### src/design/hdmiVideoPkg.sv
/* Shared types for the HDMI video path: pixel, colour, counter, TMDS word
   and pattern select, plus the TMDS control tokens and pattern codes */

package hdmiVideoPkg;

    //----------------------------------------------------------------------
    // Data widths
    //----------------------------------------------------------------------
    typedef logic [23:0] pixelT;    // {red, green, blue}
    typedef logic [7:0]  colorT;    // One colour component
    typedef logic [11:0] countT;    // Raster counter
    typedef logic [9:0]  tmdsWordT; // Parallel TMDS symbol
    typedef logic [1:0]  patternT;  // Pattern select

    //----------------------------------------------------------------------
    // Pattern codes
    //----------------------------------------------------------------------
    localparam patternT patSolid    = 2'd0;   // Latched solid colour
    localparam patternT patBars     = 2'd1;   // Eight vertical bars
    localparam patternT patGrid     = 2'd2;   // 8 pixel grid
    localparam patternT patGradient = 2'd3;   // Counter gradient

    //----------------------------------------------------------------------
    // TMDS control period tokens, indexed by {c1, c0}
    //----------------------------------------------------------------------
    localparam tmdsWordT ctrlToken00 = 10'b1101010100;
    localparam tmdsWordT ctrlToken01 = 10'b0010101011;
    localparam tmdsWordT ctrlToken10 = 10'b0101010100;
    localparam tmdsWordT ctrlToken11 = 10'b1010101011;

    // Full-scale component values
    localparam colorT colorMax = 8'hFF;
    localparam colorT colorMin = 8'h00;

endpackage

### src/design/dispTiming.sv
/* Display timing generator: horizontal and vertical raster counters,
   data enable, active-low syncs and the frame start pulse */

`timescale 1ns/1ns

module dispTiming #(
    parameter int hDisplay = 640,
    parameter int hFront   = 16,
    parameter int hSync    = 96,
    parameter int hBack    = 48,
    parameter int vDisplay = 480,
    parameter int vFront   = 10,
    parameter int vSync    = 2,
    parameter int vBack    = 33
)(
    input  logic               wPixelClk,
    input  logic               arstN,
    output hdmiVideoPkg::countT hCount,     // Pixel position in line
    output hdmiVideoPkg::countT vCount,     // Line position in frame
    output logic               de,          // Active video
    output logic               hsyncN,
    output logic               vsyncN,
    output logic               frameStart   // Last pixel of last line
);

    import hdmiVideoPkg::*;

    //----------------------------------------------------------------------
    // Raster geometry
    //----------------------------------------------------------------------
    localparam int hTotal = hDisplay + hFront + hSync + hBack;
    localparam int vTotal = vDisplay + vFront + vSync + vBack;

    localparam countT hLast      = countT'(hTotal - 1);
    localparam countT vLast      = countT'(vTotal - 1);
    localparam countT hDispEnd   = countT'(hDisplay);
    localparam countT vDispEnd   = countT'(vDisplay);
    localparam countT hSyncStart = countT'(hDisplay + hFront);
    localparam countT hSyncEnd   = countT'(hDisplay + hFront + hSync);
    localparam countT vSyncStart = countT'(vDisplay + vFront);
    localparam countT vSyncEnd   = countT'(vDisplay + vFront + vSync);

    countT hNext;   // Counter values for the next cycle
    countT vNext;
    logic  lineEnd;

    //----------------------------------------------------------------------
    // Next counter values
    //----------------------------------------------------------------------
    always_comb
    begin
        lineEnd = (hCount == hLast);
        hNext   = lineEnd ? '0 : countT'(hCount + 1'b1);   // Wrap at total
        vNext   = vCount;
        if (lineEnd)
        begin
            vNext = (vCount == vLast) ? '0 : countT'(vCount + 1'b1);
        end
    end

    // Flags registered from the next position, so they line up with counters
    always_ff @(posedge wPixelClk or negedge arstN)
    begin
        if (!arstN)
        begin
            hCount     <= '0;
            vCount     <= '0;
            de         <= 1'b1;     // Position 0,0 is active
            hsyncN     <= 1'b1;
            vsyncN     <= 1'b1;
            frameStart <= 1'b0;
        end
        else
        begin
            hCount     <= hNext;
            vCount     <= vNext;
            de         <= (hNext < hDispEnd) && (vNext < vDispEnd);
            hsyncN     <= !((hNext >= hSyncStart) && (hNext < hSyncEnd));
            vsyncN     <= !((vNext >= vSyncStart) && (vNext < vSyncEnd));
            frameStart <= (hNext == hLast) && (vNext == vLast);
        end
    end

    //----------------------------------------------------------------------
    // Checks
    //----------------------------------------------------------------------
    // Horizontal sync sits inside blanking
    aHsyncInBlank : assert property (
        @(posedge wPixelClk) disable iff (!arstN)
        !(de && !hsyncN)
    );

endmodule

### src/design/pixelGen.sv
/* Pattern pixel source: frame-latched pattern select and one registered
   RGB pixel per cycle, with de and syncs delayed to stay aligned */

`timescale 1ns/1ns

module pixelGen #(
    parameter int hDisplay = 640,
    parameter int vDisplay = 480
)(
    input  logic                  wPixelClk,
    input  logic                  arstN,
    input  hdmiVideoPkg::countT   hCount,
    input  hdmiVideoPkg::countT   vCount,
    input  logic                  de,
    input  logic                  hsyncN,
    input  logic                  vsyncN,
    input  logic                  frameStart,
    input  hdmiVideoPkg::patternT patternSel,
    input  hdmiVideoPkg::pixelT   solidColor,
    output hdmiVideoPkg::pixelT   pixel,
    output logic                  pixDe,
    output logic                  pixHsyncN,
    output logic                  pixVsyncN
);

    import hdmiVideoPkg::*;

    localparam countT barWidth = countT'(hDisplay / 8);   // Eight bars per line

    patternT patLatch;      // Pattern for the current frame
    pixelT   colorLatch;    // Solid colour for the current frame
    countT   barQuot;
    logic [2:0] barIdx;
    pixelT   barColor;
    logic    gridOn;
    pixelT   nextPixel;

    //----------------------------------------------------------------------
    // Frame latch, updated only between frames
    //----------------------------------------------------------------------
    always_ff @(posedge wPixelClk or negedge arstN)
    begin
        if (!arstN)
        begin
            patLatch   <= patSolid;
            colorLatch <= '0;
        end
        else if (frameStart)
        begin
            patLatch   <= patternSel;
            colorLatch <= solidColor;
        end
    end

    //----------------------------------------------------------------------
    // Pattern generation
    //----------------------------------------------------------------------
    always_comb
    begin
        barQuot = hCount / barWidth;
        barIdx  = (barQuot > countT'(7)) ? 3'd7 : barQuot[2:0];  // Clamp last bar
        case (barIdx)
            3'd0:    barColor = {colorMax, colorMax, colorMax};    // White
            3'd1:    barColor = {colorMax, colorMax, colorMin};    // Yellow
            3'd2:    barColor = {colorMin, colorMax, colorMax};    // Cyan
            3'd3:    barColor = {colorMin, colorMax, colorMin};    // Green
            3'd4:    barColor = {colorMax, colorMin, colorMax};    // Magenta
            3'd5:    barColor = {colorMax, colorMin, colorMin};    // Red
            3'd6:    barColor = {colorMin, colorMin, colorMax};    // Blue
            default: barColor = {colorMin, colorMin, colorMin};    // Black
        endcase

        gridOn = (hCount[2:0] == 3'd0) || (vCount[2:0] == 3'd0);

        case (patLatch)
            patSolid: nextPixel = colorLatch;
            patBars:  nextPixel = barColor;
            patGrid:  nextPixel = gridOn ? {3{colorMax}} : {3{colorMin}};
            default:  nextPixel = {hCount[7:0], vCount[7:0], hCount[7:0] ^ vCount[7:0]};
        endcase
    end

    // One cycle stage, blanking forced to black
    always_ff @(posedge wPixelClk or negedge arstN)
    begin
        if (!arstN)
        begin
            pixel     <= '0;
            pixDe     <= 1'b0;
            pixHsyncN <= 1'b1;
            pixVsyncN <= 1'b1;
        end
        else
        begin
            pixel     <= de ? nextPixel : '0;
            pixDe     <= de;
            pixHsyncN <= hsyncN;
            pixVsyncN <= vsyncN;
        end
    end

    //----------------------------------------------------------------------
    // Checks
    //----------------------------------------------------------------------
    aBlackInBlank : assert property (
        @(posedge wPixelClk) disable iff (!arstN)
        !pixDe |-> (pixel == '0)
    );

    // Timing generator keeps de inside the display area
    aDeInDisplay : assert property (
        @(posedge wPixelClk) disable iff (!arstN)
        de |-> ((hCount < countT'(hDisplay)) && (vCount < countT'(vDisplay)))
    );

endmodule

### src/design/tmdsEncoder.sv
/* TMDS 8b/10b channel encoder: transition minimizing, DC balancing with
   running disparity, and control tokens during blanking */

`timescale 1ns/1ns

module tmdsEncoder (
    input  logic                   wPixelClk,
    input  logic                   arstN,
    input  hdmiVideoPkg::colorT    dataIn,
    input  logic [1:0]             ctrl,       // {c1, c0}
    input  logic                   de,
    output hdmiVideoPkg::tmdsWordT tmdsWord
);

    import hdmiVideoPkg::*;

    logic [3:0]        n1d;         // Ones in input byte
    logic              useXnor;
    logic [8:0]        qm;          // Transition minimized word
    logic [3:0]        n1q;         // Ones in qm[7:0]
    logic signed [5:0] balance;     // Ones minus zeros of qm[7:0]
    logic signed [5:0] disparity;   // Running disparity
    logic signed [5:0] dispNext;
    logic signed [5:0] qm8Two;      // 2 when qm[8] set
    logic signed [5:0] qm8NotTwo;   // 2 when qm[8] clear
    tmdsWordT          encWord;
    tmdsWordT          ctrlWord;

    function automatic logic [3:0] countOnes(input logic [7:0] v);
        logic [3:0] n;
        n = '0;
        for (int i = 0; i < 8; i++)
        begin
            n = n + {3'b000, v[i]};
        end
        return n;
    endfunction

    //----------------------------------------------------------------------
    // Stage 1: transition minimizing
    //----------------------------------------------------------------------
    always_comb
    begin
        n1d     = countOnes(dataIn);
        useXnor = (n1d > 4'd4) || ((n1d == 4'd4) && !dataIn[0]);
        qm[0]   = dataIn[0];
        for (int i = 1; i < 8; i++)
        begin
            qm[i] = useXnor ? ~(qm[i-1] ^ dataIn[i]) : (qm[i-1] ^ dataIn[i]);
        end
        qm[8] = ~useXnor;   // Set for XOR
    end

    //----------------------------------------------------------------------
    // Stage 2: DC balance
    //----------------------------------------------------------------------
    always_comb
    begin
        n1q       = countOnes(qm[7:0]);
        balance   = $signed({1'b0, n1q, 1'b0}) - 6'sd8;    // 2*n1 - 8
        qm8Two    = $signed({4'b0000, qm[8], 1'b0});
        qm8NotTwo = $signed({4'b0000, ~qm[8], 1'b0});

        if ((disparity == 6'sd0) || (balance == 6'sd0))
        begin
            // No bias either way, qm[8] picks the polarity
            encWord  = {~qm[8], qm[8], qm[8] ? qm[7:0] : ~qm[7:0]};
            dispNext = qm[8] ? (disparity + balance) : (disparity - balance);
        end
        else if (((disparity > 6'sd0) && (balance > 6'sd0)) ||
                 ((disparity < 6'sd0) && (balance < 6'sd0)))
        begin
            encWord  = {1'b1, qm[8], ~qm[7:0]};    // Invert to pull back
            dispNext = disparity + qm8Two - balance;
        end
        else
        begin
            encWord  = {1'b0, qm[8], qm[7:0]};
            dispNext = disparity - qm8NotTwo + balance;
        end

        case (ctrl)
            2'b00:   ctrlWord = ctrlToken00;
            2'b01:   ctrlWord = ctrlToken01;
            2'b10:   ctrlWord = ctrlToken10;
            default: ctrlWord = ctrlToken11;
        endcase
    end

    // Output register, disparity cleared in every control period
    always_ff @(posedge wPixelClk or negedge arstN)
    begin
        if (!arstN)
        begin
            tmdsWord  <= ctrlToken00;
            disparity <= '0;
        end
        else if (de)
        begin
            tmdsWord  <= encWord;
            disparity <= dispNext;
        end
        else
        begin
            tmdsWord  <= ctrlWord;
            disparity <= '0;
        end
    end

    // Balance stays bounded and even across a whole line
    aDisparityBound : assert property (
        @(posedge wPixelClk) disable iff (!arstN)
        (disparity[0] == 1'b0) && (disparity >= -6'sd8) && (disparity <= 6'sd8)
    );

endmodule

### src/design/hdmiVideoTop.sv
/* HDMI video path top: timing generator, pattern source and the three
   TMDS channel encoders */

`timescale 1ns/1ns

module hdmiVideoTop #(
    parameter int hDisplay = 640,
    parameter int hFront   = 16,
    parameter int hSync    = 96,
    parameter int hBack    = 48,
    parameter int vDisplay = 480,
    parameter int vFront   = 10,
    parameter int vSync    = 2,
    parameter int vBack    = 33
)(
    input  logic                   wPixelClk,
    input  logic                   arstN,
    input  hdmiVideoPkg::patternT  patternSel,
    input  hdmiVideoPkg::pixelT    solidColor,
    output hdmiVideoPkg::tmdsWordT tmdsCh0,     // Blue with syncs
    output hdmiVideoPkg::tmdsWordT tmdsCh1,     // Green
    output hdmiVideoPkg::tmdsWordT tmdsCh2      // Red
);

    import hdmiVideoPkg::*;

    //----------------------------------------------------------------------
    // Raster timing
    //----------------------------------------------------------------------
    countT hCount;
    countT vCount;
    logic  de;
    logic  hsyncN;
    logic  vsyncN;
    logic  frameStart;

    dispTiming #(
        .hDisplay (hDisplay),   .hFront (hFront),
        .hSync    (hSync),      .hBack  (hBack),
        .vDisplay (vDisplay),   .vFront (vFront),
        .vSync    (vSync),      .vBack  (vBack)
    ) timing_i (
        .wPixelClk  (wPixelClk),    .arstN      (arstN),
        .hCount     (hCount),       .vCount     (vCount),
        .de         (de),           .hsyncN     (hsyncN),
        .vsyncN     (vsyncN),       .frameStart (frameStart)
    );

    //----------------------------------------------------------------------
    // Pixel source
    //----------------------------------------------------------------------
    pixelT pixel;
    logic  pixDe;
    logic  pixHsyncN;
    logic  pixVsyncN;

    pixelGen #(
        .hDisplay (hDisplay),   .vDisplay (vDisplay)
    ) pixGen_i (
        .wPixelClk  (wPixelClk),    .arstN      (arstN),
        .hCount     (hCount),       .vCount     (vCount),
        .de         (de),           .hsyncN     (hsyncN),
        .vsyncN     (vsyncN),       .frameStart (frameStart),
        .patternSel (patternSel),   .solidColor (solidColor),
        .pixel      (pixel),        .pixDe      (pixDe),
        .pixHsyncN  (pixHsyncN),    .pixVsyncN  (pixVsyncN)
    );

    //----------------------------------------------------------------------
    // TMDS channels
    //----------------------------------------------------------------------
    // Syncs carried active high as c1 = vsync, c0 = hsync
    tmdsEncoder enc0_i (
        .wPixelClk (wPixelClk),     .arstN  (arstN),
        .dataIn    (pixel[7:0]),    .ctrl   ({~pixVsyncN, ~pixHsyncN}),
        .de        (pixDe),         .tmdsWord (tmdsCh0)
    );

    tmdsEncoder enc1_i (
        .wPixelClk (wPixelClk),     .arstN  (arstN),
        .dataIn    (pixel[15:8]),   .ctrl   (2'b00),
        .de        (pixDe),         .tmdsWord (tmdsCh1)
    );

    tmdsEncoder enc2_i (
        .wPixelClk (wPixelClk),     .arstN  (arstN),
        .dataIn    (pixel[23:16]),  .ctrl   (2'b00),
        .de        (pixDe),         .tmdsWord (tmdsCh2)
    );

endmodule

### config.mk
export PLATFORM = sky130hd
export DESIGN_NAME = hdmiVideoTop
export DESIGN_NICKNAME = d
export VERILOG_FILES = /design/src/design/hdmiVideoPkg.sv /design/src/design/dispTiming.sv /design/src/design/pixelGen.sv /design/src/design/tmdsEncoder.sv /design/src/design/hdmiVideoTop.sv
export SDC_FILE = /design/constraint.sdc
export NUM_CORES = 1
export LEC_CHECK = 0
export ABC_AREA = 1
export BUFFER_PORTS_ARGS = -buffer_cell sky130_fd_sc_hd__buf_2
export CAP_MARGIN = 20
export CELL_PAD_IN_SITES_DETAIL_PLACEMENT = 1
export CELL_PAD_IN_SITES_GLOBAL_PLACEMENT = 2
export CORE_ASPECT_RATIO = 1.25
export CORE_MARGIN = 5
export CORE_UTILIZATION = 41
export CTS_BUF_LIST = sky130_fd_sc_hd__clkbuf_4 sky130_fd_sc_hd__clkbuf_8 sky130_fd_sc_hd__clkbuf_16
export CTS_CLUSTER_SIZE = 8
export DETAILED_ROUTE_END_ITERATION = 16
export PLACE_DENSITY_LB_ADDON = 0.1
export SETUP_SLACK_MARGIN = 0.15
export SLEW_MARGIN = 5
export SYNTH_ARGS = -nofsm -noshare
export SYNTH_HDL_FRONTEND = slang
export SYNTH_SLANG_ARGS = --single-unit
### constraint.sdc
create_clock -name wPixelClk -period 13.8 [get_ports wPixelClk]
set_input_delay 1.38 -clock wPixelClk [delete_from_list [all_inputs] [get_ports wPixelClk]]
set_output_delay 1.38 -clock wPixelClk [all_outputs]
set_load 0.01 [all_outputs]
# Word-level counts from Yosys, hierarchy flattened
# Index checks and enable logic that the tools add are counted.
[word_totals]
romBits = 0
latchBits = 0
output_inout_bits = 30
reg_bits = 129
wordCells = 267
mem_bits_rw = 0
memories = 0
[op_classes]
mul = 0
n_shift = 0
addsub = 65
mux = 54
n_eq_ne = 17
bitwise = 51
reduce_logical = 39
n_lt_le_gt_ge = 22
n_div = 1
[ops]
columns = ["operator", "n"]
rows = [
  ["case mux 24 bit (7 select lines)", 1],
  ["adder 4 x 1 -> 4 bit", 36],
  ["two-way mux 10 bit", 9],
  ["two-way mux 6 bit", 12],
  ["case mux 24 bit (3 select lines)", 1],
  ["equality test 12 x 10 -> 1 bit, second input constant", 4],
  ["two-way mux 24 bit", 2],
  ["adder 6 bit", 6],
  ["> comparator 6 x 1 -> 1 bit, second input constant", 6],
  ["logical NOT 6 bit", 6],
  ["less-than comparator 6 x 1 -> 1 bit, second input constant", 6],
  ["two-way mux 12 bit", 3],
  ["subtractor 6 bit", 6],
  ["case mux 10 bit (3 select lines)", 1],
  ["inverter 1 bit", 26],
  ["adder 12 x 1 -> 12 bit, second input constant", 2],
  ["less-than comparator 12 x 10 -> 1 bit, second input constant", 2],
  ["less-than comparator 12 x 9 -> 1 bit, second input constant", 2],
  ["two-way mux 8 bit", 3],
  ["inverter 8 bit", 3],
  ["two-way mux 1 bit", 21],
  ["bitwise XOR 1 bit", 21],
  ["adder 6 x 3 -> 6 bit", 3],
  ["subtractor 5 x 4 -> 6 bit, second input constant", 3],
  ["20 further kinds", 64],
]

# Longest topological paths before layout
# Gate-level depths: netlist of run 1.
[depth]
word_depth = 37
ltp_mapped = 42

# Cells and area by module
# A second synthesis of run 1 with hierarchy kept.
[unflattened]
hier_cells = 1523
area_unflattened_um2 = 11502.3
[by_module_without_submodules]
columns = ["module", "area_per_inst_um2", "seq_area_each_um2", "instances", "cells_per_inst"]
rows = [
  ["tmdsEncoder (enc1_i ...)", 2285.9, 381.6, 2, 302],
  ["pixelGen", 2788.9, 1328.8, 1, 338],
  ["tmdsEncoder (enc0_i)", 2245.9, 381.6, 1, 295],
  ["dispTiming", 1884.3, 704.4, 1, 283],
  ["hdmiVideoTop", 11.3, 0.0, 1, 3],
]

# Worst setup path after synthesis of run 1
# No wires, ideal clock.
[synth_timing]
path_kind = "register -> register"
from = "register pixGen_i.pixel[8]"
to = "register enc1_i.disparity[5]"
setup_time_ps = 136
arrival_ps = 7264
required_ps = 13664
path_stages_with_launch = 35
setup_slack_ps = 6400
period_less_slack_ps = 7400
path_cell_list = "dfrtp_1 ha_1 inv_1 fa_1 fa_1 inv_1 fa_1 fa_1 nor2_1 nand2_1 nand2_1 nand3_1 clkbuf_1 xor2_1 ha_1 inv_1 fa_1 inv_1 fa_1 fa_1 inv_1 fa_1 or2_2 nand2_1 inv_1 ha_1 inv_1 ha_1 inv_1 ha_1 a21oi_1 xor2_1 nand2_1 a21oi_1 nor3_1"
[synth_via]
elab_chain_len = 37
elab_cells_between_ends = 59
cone_classes = "add/sub (21); order compare (3); eq/ne (1); mux (11); bitwise (15); reduce/logical (8)"
[synth_lines]
columns = ["element", "line_no", "rtl"]
rows = [
  ["from (decl)", "pixelGen.sv:20", "output hdmiVideoPkg::pixelT pixel,"],
  ["from (signal assigned)", "pixelGen.sv:95", "pixel <= de ? nextPixel : '0;"],
  ["branches (longest 35 deep; another with adder 4 x 1 -> 4 bit)", "-", ""],
  ["two-way mux 6 bit *", "tmdsEncoder.sv:64", "if ((disparity == 6'sd0) || (balance == 6'sd0))"],
  ["two-way mux 6 bit *", "tmdsEncoder.sv:98", "else if (de)"],
  ["to (signal assigned)", "tmdsEncoder.sv:101", "disparity <= dispNext;"],
  ["to (decl)", "tmdsEncoder.sv:22", "logic signed [5:0] disparity;"],
]
# Mark *: on every way between the ends.
# A chain may end at the register's enable or synchronous reset.

# Worst setup path in the final report of run 1
[layout_timing]
from = "register pixGen_i.pixel[16]"
to = "register enc2_i.tmdsWord[7]"
[layout_via]
elab_chain_len = 37
elab_cells_between_ends = 53
cone_classes = "add/sub (15); order compare (3); eq/ne (1); mux (11); bitwise (15); reduce/logical (8)"
[layout_lines]
columns = ["element", "line_no", "rtl"]
rows = [
  ["branches (longest 35 deep; another with adder 4 x 1 -> 4 bit)", "-", ""],
  ["two-way mux 10 bit *", "tmdsEncoder.sv:64", ""],
  ["two-way mux 10 bit *", "tmdsEncoder.sv:98", ""],
  ["to (signal assigned)", "tmdsEncoder.sv:95", "tmdsWord <= ctrlToken00;"],
  ["to (signal assigned)", "tmdsEncoder.sv:100", "tmdsWord <= encWord;"],
  ["to (signal assigned)", "tmdsEncoder.sv:105", "tmdsWord <= ctrlWord;"],
  ["to (decl)", "tmdsEncoder.sv:12", "output hdmiVideoPkg::tmdsWordT tmdsWord"],
]
# Marked as above.

==> metrics.yaml, run 1 <==
yosys:
  synth_top_area_frac: 0.2640
  synth_area_leaders: "dfrtp_1 26%, ha_1 12%, inv_1 9.4%"
  syn_area_mm2: 0.01005
  synth.distinct_cells: 50
  synth_top_area_cell: "dfrtp_1"
  async_flop_share: 1.000
  syn-num-nets: 1385
  ys_seq_area_frac: 0.3163
  syn_area_per_cell_um2: 8.223
  synth_cells: 1222
  synth_warnings: 0
  ys_ff_latch: 126
  ys.flop_type: "dfrtp_1"
  synth_most_common_cell: "inv_1"
  synth_edf_count: 0
  synthTopCellsByCount: "252 x inv_1, 180 x nand2_1, 106 x dfrtp_1, 96 x ha_1, 87 x a21oi_1"
critical_path:
  max_stage_delay_ps: 490
  path_buf_inv: 13
  timing.rr.start: "pixGen_i.pixel[16]"
  cp.required_ps: 14160
  reg2reg_depth: 39
  rrSetupSlack_ps: 5480
  cp.depth: 39
  cpMaxStageDelayCell: "fa_1"
  critPathMostFrequentCell: "inv_1"
  critPathMaxFanout: 12
  start_kind: "flip-flop"
  cp-end-kind: "flip-flop"
  arrival_ps: 8680
  critPathKind: "flip-flop to flip-flop"
  crit_family: "adder cells"
  reg2reg_to: "enc2_i.tmdsWord[7]"
power_and_ir_drop:
  clkPwrFrac: 0.530
  seq_power_share: 0.456
  p_per_area_mw_per_mm2: 72.20
  p_leak_uw: 0.006051
  p_comb_frac: 0.014
  internal_power_uw: 608.0
  switching_power_uw: 202.1
  p_sw_frac: 0.2495
  irDropWorstVdd_v: 0.00007391
placement:
  pre_cts_slack_ps: 5469
  dpl_cell_area_mm2: 0.01067
  gp_congestion: 0.8896
  place_inst: 1587
  io_buffers: 57
  dpl.hpwl_um: 21950
drt:
  vias: 8011
  wire_per_inst_um: 16.73
  drc: 0
  viasPerCell: 4.948
  drt_pre_antenna_iters: 4
  drtIter0Drc: 240
  wl_um: 27080
  final_antenna_net_count: 0
global_routing:
  grt_pass1_wl_um: 45840
  grt_antenna_before_repair: 0
  first_global_vias: 8851
  gr-usage-all-layers: 0.2088
  grt_max_degree: 68
  grt-ovfl-total: 0
die:
  core_mm2: 0.02434
  start_util: 0.4128
  num_io_pins: 58
  die_x_um: 150.0
  die_y_um: 185.0
  rows: 64
  dieArea_mm2: 0.02776
cells_and_area:
  final_area_mm2: 0.01122
  drive_gt1_frac: 0.1490
  final_nets: 1439
  fin_util: 0.4609
  synthToLayoutAreaGrowth_pct: 11.67
  antennaDiodeCount: 0
  final_cells: 1619
cts:
  htree_num_levels: 4
  cts_tree: "done"
  cts_resized: 0
  cts_buffers: 17
  holdBufCountCts: 0
  cts-root-buf: "clkbuf_16"
  clock-sinks: 126
  clk_path_buf_depth: 2
  cts_post_setup_buffers_inserted: 0
  clk_latency_ps: 430
  clk_pin_slew_ps: 70
timing:
  finalHoldViolations: 0
  fmax_mhz: 120.3
  max_slew_margin: 0.3332
  layout_setup_ws_ps: 5484
  slew_violations: 0
  fin_tns_setup_ps: 0
  worst_pin_slew_ps: 997.8
  setup_viol: 0
  grt_setup_unrepaired: "false"
  period_minus_slack_ps: 8316
  finClkSkew_ps: 14.00
  period_share: 0.6026
worst_hold_path:
  holdPathEnd: "pixGen_i.pixHsyncN"
  min_from: "timing_i.hsyncN"
  min-delay-path-class: "flip-flop to flip-flop"
  hold_depth: 0
run_status:
  outcome: "finished clean"
job:
  drv_cap: 0
-- worst reg2reg max path, delay by kind of cell, from the launching register on --
family                   cells  cell delay (ps)
XOR/XNOR                     1              340
AND/OR/NAND/NOR             11             1700
flip-flops                   1              440
adder cells (fa/ha/maj)     12             4470
buffers and inverters       13             1110
AO/OA/AOI/OAI                2              220
-- cell type report --
class	count	area, um^2
fillers	2955	13120
multi-input cells	809	5774
flip-flops and latches	126	3178
inverters	261	979.7
clock buffers	17	425.4
well taps	330	412.9
repair buffers	61	321.6
clock inverters	15	128.9
-- cell usage in the layout (no fill, tap or decap), types with 16 or more instances in the layout --
master	synthesis	layout
fa_1	39	39
a21oi_1	87	87
inv_1	252	252
dfstp_2	20	20
nor2_1	49	49
buf_2	3	56
dfrtp_1	106	106
nor3_1	21	21
mux2_2	16	16
o21ai_0	84	84
nand3_1	61	61
nand2_1	180	180
xor2_1	45	45
ha_1	96	96
clkbuf_16	0	17
-- per-stage QoR --
step / total power, uW / hold slack, ps
2_1_floorplan: 376.4 / 345.2
3_3_place_gp: 388.0 / 348.1
3_5_place_dp: 388.3 / 350.7
4_1_cts: 819.7 / 352.4
5_1_grt: 839.6 / 360.7
6_report: 810.1 / 347.1
-- flip-flops by register name, indices dropped and copies added, names as in the netlist --
| register | flops |
|---|---|
| enc0_i.disparity | 5 |
| enc0_i.tmdsWord | 10 |
| enc1_i.disparity | 5 |
| enc1_i.tmdsWord | 10 |
| enc2_i.disparity | 5 |
| enc2_i.tmdsWord | 10 |
| pixGen_i.colorLatch | 24 |
| pixGen_i.patLatch | 2 |
| pixGen_i.pixDe | 1 |
| pixGen_i.pixHsyncN | 1 |
| pixGen_i.pixVsyncN | 1 |
| pixGen_i.pixel | 24 |
| timing_i.de | 1 |
| timing_i.frameStart | 1 |
| timing_i.hCount | 12 |
| timing_i.hsyncN | 1 |
| timing_i.vCount | 12 |
| timing_i.vsyncN | 1 |
-- worst max path at each step --
stage	from	end	slack [ps]
finish	pixGen_i.pixel[16]	enc2_i.tmdsWord[7]	5480
global route	pixGen_i.pixel[16]	enc2_i.tmdsWord[7]	4850
CTS	pixGen_i.pixel[16]	enc2_i.tmdsWord[7]	5430
detailed placement	pixGen_i.pixel[16]	enc2_i.tmdsWord[7]	5470
global placement	pixGen_i.pixel[16]	enc2_i.tmdsWord[7]	5610
floorplan	pixGen_i.pixel[8]	enc1_i.disparity[5]	6400
-- cells by family (layout without fill, tap and decap cells) --
group,Yosys count,after routing,synth area share
buffers and inverters,287,354,0.1091
AOI/OAI and AO/OA,220,220,0.1218
adders and majority gates,135,135,0.1972
xor gates and xnor gates,62,62,0.06002
DFF,126,126,0.3163
muxes,16,16,0.01793
and+or+nand+nor,376,376,0.1777
-- metal layers --
layer	track usage	routed length [um]	vias to the layer above
met4	0.05529	548	0
met5	0	0	-
met2	0.3891	14290	83
met3	0.02717	462	29
li1	-	-	4013
met1	0.2522	11780	3886
-- power by group through the flow --
stage	clock network [uW]	registers [uW]	logic (uW)
finish	429	370	11.2
global route	457	369	13.4
global placement	0	376	11.7
CTS	438	370	12.0
detailed placement	0	376	12.0
floorplan	0	376	0.0422
No activity file was read; power rests on OpenSTA's default activity.
==> run 2, diff against run 1 <==
--- a/config.mk
+++ b/config.mk
@@ -5,14 +5,14 @@
 export SDC_FILE = /design/constraint.sdc
 export NUM_CORES = 1
 export LEC_CHECK = 0
-export ABC_AREA = 1
+export ABC_AREA = 0
 export BUFFER_PORTS_ARGS = -buffer_cell sky130_fd_sc_hd__buf_2
 export CAP_MARGIN = 20
 export CELL_PAD_IN_SITES_DETAIL_PLACEMENT = 1
 export CELL_PAD_IN_SITES_GLOBAL_PLACEMENT = 2
 export CORE_ASPECT_RATIO = 1.25
 export CORE_MARGIN = 5
-export CORE_UTILIZATION = 41
+export CORE_UTILIZATION = 36
 export CTS_BUF_LIST = sky130_fd_sc_hd__clkbuf_4 sky130_fd_sc_hd__clkbuf_8 sky130_fd_sc_hd__clkbuf_16
 export CTS_CLUSTER_SIZE = 8
 export DETAILED_ROUTE_END_ITERATION = 16
==> constraint.sdc (replaced) <==
create_clock -name wPixelClk -period 7.5 [get_ports wPixelClk]
set_input_delay 0.75 -clock wPixelClk [delete_from_list [all_inputs] [get_ports wPixelClk]]
set_output_delay 0.75 -clock wPixelClk [all_outputs]
set_load 0.01 [all_outputs]
==> run 2 against run 1 <==
  * Cell count shrank 11%
  * Critical path type unchanged
  * Die area grew 9.5%
  * Core utilization shrank 3.1 points
  * Highest routed layer unchanged
  * Non-clock buffer count grew 26
  * Count of clock-buffer cells in the layout grew 5
  * Via count shrank 10%
==> metrics.yaml, run 2 <==
global_routing:
  first_global_vias: 8007
  grt_max_degree: 66
  gr-usage-all-layers: 0.1694
  grtUsageMet1: 0.2060
  grt-ovfl-total: 0
  grt_antenna_before_repair: 0
  met2_usage: 0.3122
  busiest_layer: "met2"
  grt_pass1_wl_um: 41390
  grtUsageMet3: 0.02612
cells_and_area:
  drive_gt1_frac: 0.2196
  final_nets: 1252
  synthToLayoutAreaGrowth_pct: 18.26
  final_cell_mix: "126 x inv_1, 105 x dfrtp_1, 84 x nand2_1"
  nFillCells: 3037
  final_common_cell: "inv_1"
  antennaDiodeCount: 0
  final_cells: 1447
  reg_top3: "pixGen_i.colorLatch x24, pixGen_i.pixel x24"
  final_area_mm2: 0.01149
yosys:
  ys_seq_area_frac: 0.3271
  synth-compound-area-share: 0.1303
  ys_ff_latch: 126
  synthSimpleGateAreaFrac: 0.1196
  synth_top_family_by_area: "adder cells"
  synth_mux_area_frac: 0.03413
  synth_xor_area_frac: 0.1127
  synth.distinct_cells: 70
  synth_most_common_cell: "inv_1"
  synth_top_area_frac: 0.2730
  synth_area_leaders: "dfrtp_1 27%, ha_1 12%, fa_1 8.0%"
  syn_area_mm2: 0.009716
  syn-num-nets: 1183
  yosys.area_share.adder: 0.2050
  synth_cells: 1020
  synth_edf_count: 0
  synth_warnings: 0
  synth_top_area_cell: "dfrtp_1"
  syn_area_per_cell_um2: 9.525
  ys.flop_type: "dfrtp_1"
  synthTopCellsByCount: "138 x inv_1, 106 x dfrtp_1, 96 x ha_1, 84 x nand2_1, 77 x xnor2_1"
  async_flop_share: 1.000
power_and_ir_drop:
  seq_power_share: 0.451
  irDropWorstVdd_v: 0.0001449
  p_sw_frac: 0.2227
  p_comb_frac: 0.014
  switching_power_uw: 336.0
  internal_power_uw: 1173
  clkPwrFrac: 0.535
  p_per_area_mw_per_mm2: 131.3
  total_power_uw: 1509
  p_leak_uw: 0.005597
critical_path:
  critPathKind: "flip-flop to flip-flop"
  cp.required_ps: 7810
  critPathMostFrequentCell: "inv_2"
  cp-end-kind: "flip-flop"
  max_stage_delay_ps: 520
  timing.rr.start: "pixGen_i.pixel[16]"
  arrival_ps: 7410
  cpMaxStageDelayCell: "fa_1"
  critPathMaxFanout: 4
  critPathLaunch: "pixGen_i.pixel[16]"
  reg2reg_to: "enc2_i.disparity[5]"
  reg2reg_depth: 32
  rrSetupSlack_ps: 400
  start_kind: "flip-flop"
placement:
  gp_congestion: 0.7893
  dpl_cell_area_mm2: 0.01050
  io_buffers: 57
  place_inst: 1407
  dpl.hpwl_um: 19040
  pre_cts_slack_ps: -35.98
drt:
  drt_pre_antenna_iters: 4
  drc: 0
  final_antenna_net_count: 0
  vias: 7211
  drtIter0Drc: 231
  wire_per_inst_um: 17.04
  viasPerCell: 4.983
  wl_um: 24660
cts:
  holdBufCountCts: 0
  cts-root-buf: "clkbuf_16"
  clk_latency_ps: 430
  clk_path_buf_depth: 2
  htree_num_levels: 4
  clk_pin_slew_ps: 60
  clock-sinks: 126
  cts_buffers: 17
  cts_tree: "done"
timing:
  max_slew_margin: 0.4273
  setup_viol: 0
  fmax_mhz: 140.8
  holdWs_ps: 280.8
  period_minus_slack_ps: 7101
  finClkSkew_ps: 10.23
  slew_violations: 0
  worst_pin_slew_ps: 859.0
  layout_setup_ws_ps: 399.4
  period_share: 0.9468
  grt_setup_unrepaired: "true"
  finalHoldViolations: 0
run_status:
  outcome: "finished clean"
die:
  start_util: 0.3633
  dieArea_mm2: 0.03039
  rows: 67
  die_y_um: 193.7
  core_mm2: 0.02674
  num_io_pins: 58
  die_x_um: 156.9
job:
  drv_cap: 0
worst_hold_path:
  min-delay-path-class: "primary input to asynchronous set/reset pin"
-- run 2: stage by stage --
step | setup TNS, ps | util
global route | -5.556 | 0.4297
detailed placement | -35.98 | 0.3925
floorplan | 0 | -
global placement | 0 | 0.3925
finish | 0 | 0.4297
CTS | 0 | 0.4165
-- run 2: area by class of cell --
type	count	area, um^2	area share
multi-input combinational	714	6247	0.5437
clock buffer	22	481.7	0.04193
sequential	126	3179	0.2767
timing repair buffer	87	524.3	0.04563
clock inverter	10	88.84	0.007732
inverter	143	536.8	0.04672
tap	345	431.7	0.03757
-- run 2: worst max-delay path by stage --
| stage | to | slack [ps] | cells past startpoint |
|---|---|---|---|
| floorplan | enc1_i.disparity[5] | 160 | 31 |
| global placement | enc2_i.disparity[5] | 60 | 30 |
| detailed placement | enc0_i.disparity[5] | -40 | 30 |
| CTS | enc0_i.disparity[5] | 140 | 29 |
| global route | enc1_i.disparity[5] | -6 | 30 |
| finish | enc2_i.disparity[5] | 400 | 32 |
-- run 2: power by group through the flow --
stage / Combinational [uW] / Clock (uW) / Sequential (uW)
after detailed placement: 22.5 / 0 / 692
after global routing: 24.8 / 866 / 680
final: 20.8 / 808 / 681
after CTS: 22.5 / 833 / 680
after floorplan: 0.109 / 0 / 693
after global placement: 22.3 / 0 / 692
-- run 2: routing by layer --
metal | routed length (um) | up-vias
met5 | 0 | -
met4 | 238 | 0
met3 | 493 | 18
met2 | 13400 | 67
met1 | 10530 | 3601
li1 | - | 3525
-- run 2: timing repair --
| item | CTS | global route |
|---|---|---|
| setup endpoints to repair | 5 | 39 |
| setup buffers | 0 | 8 |
| pin swaps | 2 | 21 |
| gates resized for setup | 12 | 54 |
-- run 2: logic make-up after synthesis --
group	Yosys count
compound gates	195
simple gates	228
xor+xnor	125
fa+ha+maj	136
flops	126
buf+inv	180
mux	30
-- run 2: critical path, delay by kind of cell (launching register included) --
| kind | cells | cell delay (ps) |
|---|---|---|
| buffers and inverters | 7 | 450 |
| flip-flops | 1 | 410 |
| adder cells (fa/ha/maj) | 12 | 4460 |
| AO/OA/AOI/OAI | 5 | 590 |
| multiplexers | 1 | 110 |
| AND/OR/NAND/NOR | 3 | 330 |
| XOR/XNOR | 4 | 640 |
